**config.mk**
```make
export PLATFORM = sky130hd
export DESIGN_NAME = conv_3x3_top
export DESIGN_NICKNAME = d
export VERILOG_FILES = /design/src/rtl/conv_pkg.sv /design/src/rtl/conv_if.sv /design/src/rtl/conv_window_gen.sv /design/src/rtl/conv_coef_regs.sv /design/src/rtl/conv_mac.sv /design/src/rtl/conv_3x3_top.sv
export VERILOG_INCLUDE_DIRS = /design/src /design/src/rtl
export SDC_FILE = /design/constraint.sdc
export NUM_CORES = 2
export LEC_CHECK = 0
export BUFFER_PORTS_ARGS = -buffer_cell sky130_fd_sc_hd__buf_2
export CAP_MARGIN = 10
export CORE_MARGIN = 5
export CORE_UTILIZATION = 60
export CTS_CLUSTER_SIZE = 40
export DETAILED_ROUTE_END_ITERATION = 8
export PLACE_DENSITY_LB_ADDON = 0.15
export SYNTH_ARGS = -nofsm -noshare
export SYNTH_HDL_FRONTEND = slang
export SYNTH_SLANG_ARGS = --single-unit
export TNS_END_PERCENT = 100
```
**constraint.sdc**
```tcl
create_clock -name clk -period 7 [get_ports clk]
set_input_delay 0.7 -clock clk [delete_from_list [all_inputs] [get_ports clk]]
set_output_delay 0.7 -clock clk [all_outputs]
set_load 0.03 [all_outputs]
```
**src/rtl/conv_macros.svh**
```systemverilog
`ifndef CONV_MACROS_SVH
`define CONV_MACROS_SVH

// Data widths
`define PXL_W   8
`define WGT_W   8
`define BIAS_W  16
`define ACC_W   20
`define RES_W   16

// Kernel and frame geometry
`define KERNEL  3
`define IMG_W   16
`define IMG_H   8
`define COL_W   4
`define ROW_W   3

// Wishbone port and register map
`define WB_AW    4
`define WB_DW    16
`define REG_W0   0
`define REG_W8   8
`define REG_BIAS 9
`define REG_OP   10

`endif

```
**src/rtl/conv_pkg.sv**
```systemverilog
`include "conv_macros.svh"

package conv_pkg;

	////////////////////
	// Operation codes

	// Bit 0 of the op register
	typedef enum logic {
		op_linear = 1'b0,
		op_relu   = 1'b1
	} conv_op_e;

	////////////////////
	// Window generator state

	typedef enum logic {
		win_fill = 1'b0,
		win_run  = 1'b1
	} conv_win_state_e;

	////////////////////
	// Result word

	typedef logic signed [`RES_W-1:0] conv_result_t;

endpackage

```
**src/rtl/conv_if.sv**
```systemverilog
`timescale 1ns/10ps
`include "conv_macros.svh"

// One 3x3 window with p0 at the top row and left column
interface conv_window_if;
	logic              win_valid;
	logic [`PXL_W-1:0] p0, p1, p2;
	logic [`PXL_W-1:0] p3, p4, p5;
	logic [`PXL_W-1:0] p6, p7, p8;

	modport src (
		output win_valid, p0, p1, p2, p3, p4, p5, p6, p7, p8
	);
	modport dst (
		input  win_valid, p0, p1, p2, p3, p4, p5, p6, p7, p8
	);
endinterface

// Held coefficient levels with weights in the same order as the pixels
interface conv_coef_if;
	logic signed [`WGT_W-1:0]  w0, w1, w2;
	logic signed [`WGT_W-1:0]  w3, w4, w5;
	logic signed [`WGT_W-1:0]  w6, w7, w8;
	logic signed [`BIAS_W-1:0] bias;
	conv_pkg::conv_op_e        op;

	modport src (
		output w0, w1, w2, w3, w4, w5, w6, w7, w8, bias, op
	);
	modport dst (
		input  w0, w1, w2, w3, w4, w5, w6, w7, w8, bias, op
	);
endinterface

```
**src/rtl/conv_window_gen.sv**
```systemverilog
`timescale 1ns/10ps
`include "conv_macros.svh"

module conv_window_gen (
	input  logic              clk,
	input  logic              reset,
	input  logic              pxl_valid,
	input  logic [`PXL_W-1:0] pxl_in,
	conv_window_if.src        win
);

	// Row r-1 and row r-2 of the frame
	logic [`PXL_W-1:0] line_a [`IMG_W];
	logic [`PXL_W-1:0] line_b [`IMG_W];

	// taps[row][col] with row 0 and col 0 oldest
	logic [`PXL_W-1:0] taps [`KERNEL][`KERNEL];

	logic [`COL_W-1:0]         col;
	logic [`ROW_W-1:0]         row;
	conv_pkg::conv_win_state_e state;
	logic                      col_last;
	logic                      row_last;
	logic                      closes;

	assign col_last = (col == (`IMG_W - 1));
	assign row_last = (row == (`IMG_H - 1));

	// Pixel completes an interior window
	assign closes = pxl_valid && (state == conv_pkg::win_run) && (col >= (`KERNEL - 1));

	////////////////////
	// Position counters

	always_ff @(posedge clk) begin
		if (reset) begin
			col   <= '0;
			row   <= '0;
			state <= conv_pkg::win_fill;
		end else if (pxl_valid) begin
			if (col_last) begin
				col <= '0;
				if (row_last) begin
					row   <= '0;
					state <= conv_pkg::win_fill;
				end else begin
					row <= row + 1'b1;
					// Third row about to start
					if (row == (`KERNEL - 2))
						state <= conv_pkg::win_run;
				end
			end else begin
				col <= col + 1'b1;
			end
		end
	end

	////////////////////
	// Line buffers and window taps

	always_ff @(posedge clk) begin
		if (pxl_valid) begin
			line_b[col] <= line_a[col];
			line_a[col] <= pxl_in;
			for (int r = 0; r < `KERNEL; r++) begin
				for (int c = 0; c < `KERNEL - 1; c++) begin
					taps[r][c] <= taps[r][c + 1];
				end
			end
			// Newest column enters on the right
			taps[0][`KERNEL - 1] <= line_b[col];
			taps[1][`KERNEL - 1] <= line_a[col];
			taps[2][`KERNEL - 1] <= pxl_in;
		end
	end

	always_ff @(posedge clk) begin
		if (reset)
			win.win_valid <= 1'b0;
		else
			win.win_valid <= closes;
	end

	assign win.p0 = taps[0][0];
	assign win.p1 = taps[0][1];
	assign win.p2 = taps[0][2];
	assign win.p3 = taps[1][0];
	assign win.p4 = taps[1][1];
	assign win.p5 = taps[1][2];
	assign win.p6 = taps[2][0];
	assign win.p7 = taps[2][1];
	assign win.p8 = taps[2][2];

endmodule

```
**src/rtl/conv_coef_regs.sv**
```systemverilog
`timescale 1ns/10ps
`include "conv_macros.svh"

module conv_coef_regs (
	input  logic              clk,
	input  logic              reset,
	input  logic              wb_cyc,
	input  logic              wb_stb,
	input  logic              wb_we,
	input  logic [`WB_AW-1:0] wb_adr,
	input  logic [`WB_DW-1:0] wb_dat_w,
	output logic [`WB_DW-1:0] wb_dat_r,
	output logic              wb_ack,
	conv_coef_if.src          coef
);

	logic signed [`WGT_W-1:0]  wgt [`KERNEL * `KERNEL];
	logic signed [`BIAS_W-1:0] bias;
	conv_pkg::conv_op_e        op;
	logic                      req;
	logic [`WB_DW-1:0]         rd_data;

	// New request not yet acknowledged
	assign req = wb_cyc && wb_stb && !wb_ack;

	////////////////////
	// Bus handshake

	always_ff @(posedge clk) begin
		if (reset)
			wb_ack <= 1'b0;
		else
			wb_ack <= req;
	end

	always_ff @(posedge clk) begin
		if (reset) begin
			for (int i = 0; i < `KERNEL * `KERNEL; i++) begin
				wgt[i] <= '0;
			end
			bias <= '0;
			op   <= conv_pkg::op_linear;
		end else if (req && wb_we) begin
			if (wb_adr <= `REG_W8)
				wgt[wb_adr] <= wb_dat_w[`WGT_W-1:0];
			else if (wb_adr == `REG_BIAS)
				bias <= wb_dat_w;
			else if (wb_adr == `REG_OP)
				op <= conv_pkg::conv_op_e'(wb_dat_w[0]);
		end
	end

	////////////////////
	// Read path

	always_comb begin
		rd_data = '0;
		if (wb_adr <= `REG_W8)
			rd_data = {{(`WB_DW - `WGT_W){wgt[wb_adr][`WGT_W-1]}}, wgt[wb_adr]};
		else if (wb_adr == `REG_BIAS)
			rd_data = bias;
		else if (wb_adr == `REG_OP)
			rd_data = {{(`WB_DW - 1){1'b0}}, op};
	end

	// Captured with the ack so it is stable while ack is high
	always_ff @(posedge clk) begin
		if (req)
			wb_dat_r <= rd_data;
	end

	assign coef.w0   = wgt[0];
	assign coef.w1   = wgt[1];
	assign coef.w2   = wgt[2];
	assign coef.w3   = wgt[3];
	assign coef.w4   = wgt[4];
	assign coef.w5   = wgt[5];
	assign coef.w6   = wgt[6];
	assign coef.w7   = wgt[7];
	assign coef.w8   = wgt[8];
	assign coef.bias = bias;
	assign coef.op   = op;

endmodule

```
**src/rtl/conv_mac.sv**
```systemverilog
`timescale 1ns/10ps
`include "conv_macros.svh"

module conv_mac (
	input  logic                  clk,
	input  logic                  reset,
	conv_window_if.dst            win,
	conv_coef_if.dst              coef,
	output logic                  res_valid,
	output conv_pkg::conv_result_t res_out
);

	localparam int TAPS   = `KERNEL * `KERNEL;
	localparam int PROD_W = `PXL_W + `WGT_W + 1;
	localparam int SUM_W  = `ACC_W + 1;

	localparam logic signed [SUM_W-1:0] RES_MAX = 2 ** (`RES_W - 1) - 1;
	localparam logic signed [SUM_W-1:0] RES_MIN = -(2 ** (`RES_W - 1));

	logic [`PXL_W-1:0]        pix  [TAPS];
	logic signed [`WGT_W-1:0] wgt  [TAPS];
	logic signed [PROD_W-1:0] prod [TAPS];
	logic signed [`ACC_W-1:0] tree_sum;
	logic signed [`ACC_W-1:0] acc;
	logic signed [SUM_W-1:0]  biased;
	conv_pkg::conv_result_t   shaped;
	logic                     prod_valid;
	logic                     acc_valid;

	assign pix = '{win.p0, win.p1, win.p2, win.p3, win.p4, win.p5, win.p6, win.p7, win.p8};
	assign wgt = '{coef.w0, coef.w1, coef.w2, coef.w3, coef.w4,
	               coef.w5, coef.w6, coef.w7, coef.w8};

	////////////////////
	// Stage 1 products

	always_ff @(posedge clk) begin
		for (int i = 0; i < TAPS; i++) begin
			// Pixel is unsigned, so zero-extend before the signed multiply
			prod[i] <= $signed({1'b0, pix[i]}) * wgt[i];
		end
	end

	////////////////////
	// Stage 2 adder tree

	always_comb begin
		tree_sum = '0;
		for (int i = 0; i < TAPS; i++) begin
			tree_sum = tree_sum + prod[i];
		end
	end

	always_ff @(posedge clk) begin
		acc <= tree_sum;
	end

	////////////////////
	// Stage 3 bias, ReLU, clamp

	always_comb begin
		biased = acc + coef.bias;
		if (coef.op == conv_pkg::op_relu && biased < 0)
			shaped = '0;
		else if (biased > RES_MAX)
			shaped = RES_MAX[`RES_W-1:0];
		else if (biased < RES_MIN)
			shaped = RES_MIN[`RES_W-1:0];
		else
			shaped = biased[`RES_W-1:0];
	end

	always_ff @(posedge clk) begin
		res_out <= shaped;
	end

	// Valid travels alongside the data
	always_ff @(posedge clk) begin
		if (reset) begin
			prod_valid <= 1'b0;
			acc_valid  <= 1'b0;
			res_valid  <= 1'b0;
		end else begin
			prod_valid <= win.win_valid;
			acc_valid  <= prod_valid;
			res_valid  <= acc_valid;
		end
	end

endmodule

```
**src/rtl/conv_3x3_top.sv**
```systemverilog
`timescale 1ns/10ps
`include "conv_macros.svh"

module conv_3x3_top (
	input  logic                   clk,
	input  logic                   reset,

	// Pixel stream
	input  logic                   pxl_valid,
	input  logic [`PXL_W-1:0]      pxl_in,

	// Wishbone classic slave
	input  logic                   wb_cyc,
	input  logic                   wb_stb,
	input  logic                   wb_we,
	input  logic [`WB_AW-1:0]      wb_adr,
	input  logic [`WB_DW-1:0]      wb_dat_w,
	output logic [`WB_DW-1:0]      wb_dat_r,
	output logic                   wb_ack,

	// Results
	output logic                   res_valid,
	output conv_pkg::conv_result_t res_out
);

	conv_window_if win_if ();
	conv_coef_if   coef_if ();

	conv_window_gen window_gen_i (
		.clk       (clk),
		.reset     (reset),
		.pxl_valid (pxl_valid),
		.pxl_in    (pxl_in),
		.win       (win_if.src)
	);

	conv_coef_regs coef_regs_i (
		.clk       (clk),
		.reset     (reset),
		.wb_cyc    (wb_cyc),
		.wb_stb    (wb_stb),
		.wb_we     (wb_we),
		.wb_adr    (wb_adr),
		.wb_dat_w  (wb_dat_w),
		.wb_dat_r  (wb_dat_r),
		.wb_ack    (wb_ack),
		.coef      (coef_if.src)
	);

	// One cycle of windowing plus three MAC stages
	conv_mac mac_i (
		.clk       (clk),
		.reset     (reset),
		.win       (win_if.dst),
		.coef      (coef_if.dst),
		.res_valid (res_valid),
		.res_out   (res_out)
	);

endmodule

```
==> impl_metrics.py <==
metrics = {
    "floorplan": {
        "start_util_pct": 60.6,
        "die_w_um": 284,
        "io_pins": 68,
        "rows": 100,
        "coreArea_mm2": 0.0744,
        "fp.dieH_um": 284,
        "fp.dieArea_mm2": 0.0807,
    },
    "timing": {
        "hold_viol": 0,
        "fin_crit_sh_pct": 75.9,
        "hold_ws_ns": 0.311,
        "period_minus_slack_ns": 5.31,
        "tightest_slew_ns": 1.22,
        "setup_tns_ns": 0,
        "fin_ws_ns": 1.69,
        "maxSlewViolCount": 0,
        "skew_ns": 0.0518,
        "setup_violations": 0,
        "rsz0062_at_grt": "false",
        "max-slew-margin-rel_pct": 19.0,
        "max_freq_ghz": 0.188,
    },
    "setup_path": {
        "timing.critical_path.required_ns": 7.55,
        "worstReg2RegEnd": "mac_i.acc[18]$_DFF_P_",
        "r2r_slack_ns": 1.69,
        "critPathArrivalTime_ns": 5.86,
        "timing.rr.start": "mac_i.prod[0][1]$_DFF_P_",
        "cp_max_fo": 5,
        "startpoint": "mac_i.prod[0][1]$_DFF_P_",
        "cp-endpoint": "mac_i.acc[18]$_DFF_P_",
        "worstSetupPathType": "reg2reg",
        "rr_worst_depth": 21,
        "end_kind": "register",
        "cp-start-kind": "register",
    },
    "synthesis": {
        "synth.avg_cell_area_um2": 11.6,
        "synth_edf_count": 416,
        "yosysUniqueCellTypes": 66,
        "synth_ff_type": "edfxtp_1",
        "synth_nets": 4795,
        "synth_cells": 3870,
        "ys_seq_elements": 639,
        "syn_area_mm2": 0.0451,
        "synthArstFlopShare_pct": 0,
        "ys_warn_count": 0,
        "yosysSeqAreaShare_pct": 37.6,
    },
    "global_route": {
        "grt_usage_pct": 26.6,
        "antenna_found_initial": 3,
        "grt_pass1_vias": 29300,
        "grt_overflow": 0,
        "grt_max_degree": 65,
        "grt_pass1_wl_mm": 167,
    },
    "clock_tree": {
        "post_cts_buffers": 0,
        "htree_levels": 3,
        "post_cts_resized": 0,
        "cts-buffers-inserted": 71,
        "cts_buffer_depth": 3,
        "path_clk_slew_ns": 0.06,
        "cts-root-buf": "clkbuf_16",
        "clkSinkCount": 639,
        "clk_latency_ns": 0.65,
        "hold_buffers": 0,
        "cts_tree": "yes",
    },
    "place": {
        "dpl_worst_slack_ns": 1.77,
        "place_hpwl_mm": 78.9,
        "gp_congestion": 0.959,
        "portBuffers": 67,
    },
    "layout": {
        "drive_gt1_share_pct": 7.86,
        "fillers": 5607,
        "areaGrowthSynthToFinish_pct": 8.30,
        "nets": 4865,
        "multi_input_area_mm2": 0.0253,
        "final_core_util_pct": 65.6,
        "seq_area_mm2": 0.0170,
    },
    "job": {
        "cap_violations": 0,
    },
    "detailed_routing": {
        "postRouteAntennaNets": 0,
        "routed_via_density": 5.64,
        "vias": 28000,
        "drc_errors": 0,
        "drt_pass1_iterations": 5,
        "drt-wirelength-per-cell_um": 21.1,
        "drt_iter0_markers": 2167,
        "wl_mm": 105,
    },
    "outcome": {
        "status": "complete, no violations",
    },
    "hold_path": {
        "min_path_type": "in2reg",
    },
}
==> critical path, stage by stage, from the launching register on <==
cell,delay (ns)
dfxtp_1,0.32
fa_1,0.47
ha_1,0.23
fa_1,0.46
a21o_1,0.19
a21o_1,0.20
a21boi_0,0.26
nor3_1,0.09
a21o_1,0.19
nor2_1,0.12
xor2_1,0.11
fa_1,0.54
inv_1,0.04
ha_1,0.34
a21o_1,0.19
a21o_1,0.17
a21oi_1,0.29
o2111ai_1,0.23
a311oi_1,0.34
o21bai_1,0.11
a21oi_1,0.18
xnor2_1,0.14
==> cells by family after synthesis <==
family | after synthesis | synth area share, %
compound gates | 298 | 4.47
xor+xnor | 146 | 2.85
flops | 639 | 37.6
buf+inv | 739 | 6.20
simple gates | 1044 | 11.6
fa+ha+maj | 891 | 32.0
mux | 113 | 5.17
==> cells in the final DEF, fill, tap and decap left out, types with 52 or more instances in the layout <==
master,Yosys,routed
inv_1,659,659
ha_1,452,452
fa_1,439,439
edfxtp_1,416,416
nand2_1,343,343
and2_1,325,325
dfxtp_1,223,221
nor2_1,143,143
xnor2_1,99,99
mux4_2,96,96
a21oi_1,79,79
clkbuf_16,0,72
nand2b_1,67,67
buf_2,1,66
o21ai_0,52,52
==> per-stage QoR <==
step / cells / instance area (µm²)
finish: 4970 / 48800
global route: 4966 / 48800
floorplan: 3870 / 45100
global placement: 4836 / 46400
CTS: 4966 / 48800
detailed placement: 4836 / 46400
==> worst min path at each step <==
stage / startpoint / end / slack, ns / cells after the start
after floorplan: mac_i.prod_valid$_SDFF_PP0_ / mac_i.acc_valid$_SDFF_PP0_ / 0.41 / 1
after CTS: wb_dat_w[15] / coef_regs_i.coef.bias[15]$_SDFFE_PP0P_ / 0.28 / 3
after detailed placement: window_gen_i.win.win_valid$_SDFF_PP0_ / mac_i.prod_valid$_SDFF_PP0_ / 0.44 / 1
after global placement: window_gen_i.win.win_valid$_SDFF_PP0_ / mac_i.prod_valid$_SDFF_PP0_ / 0.43 / 1
final: wb_dat_w[15] / coef_regs_i.coef.bias[15]$_SDFFE_PP0P_ / 0.31 / 3
after global routing: wb_dat_w[12] / coef_regs_i.coef.bias[12]$_SDFFE_PP0P_ / 0.31 / 3
==> state kept, by name, summed over array words and instances (netlist names), 3 cells and up, named ones only <==
register / count
window_gen_i.row: 3
coef_regs_i.wgt: 72
mac_i.prod: 153
window_gen_i.line_a: 128
window_gen_i.taps: 72
window_gen_i.line_b: 128
coef_regs_i.wb_dat_r: 16
coef_regs_i.coef.bias: 16
window_gen_i.col: 4
mac_i.res_out: 16
mac_i.acc: 20
==> synth_stat cells (all sizes together) (19+ instances only) <==
cell | n | area share, %
nand2 | 343 | 2.9
o21ai | 64 | 0.74
xor2 | 46 | 0.89
nor2 | 143 | 1.2
a21oi | 79 | 0.88
a21boi | 19 | 0.32
fa | 439 | 19
ha | 452 | 13
inv | 659 | 5.5
nor2b | 29 | 0.40
clkbuf | 63 | 0.52
mux4 | 96 | 4.8
nand2b | 67 | 0.93
and3 | 25 | 0.35
a21o | 50 | 0.84
and2 | 325 | 4.5
dfxtp | 223 | 9.9
nand3 | 26 | 0.29
edfxtp | 416 | 28
nor3 | 39 | 0.43
xnor2 | 100 | 2.0
==> layer usage <==
layer / wire (µm) / vias to the layer above / track usage [%]
met5: 0 / - / 0
met4: 2970 / 0 / 6.93
met3: 7400 / 154 / 4.29
met2: 49300 / 889 / 43.5
met1: 45200 / 14100 / 37.8
li1: - / 12800 / -
==> area by class of cell <==
cell class	count	share of cell area (%)
flip-flops and latches	639	34.7
multi-input cells	2492	51.9
clock buffers	92	3.88
clock inverters	38	1.07
well taps	969	2.48
diodes	4	0.0205
repair buffers	77	0.846
inverters	659	5.07
Power is not shown: default switching activity piles up to over one toggle a cycle in this logic, so the estimate is an artifact.
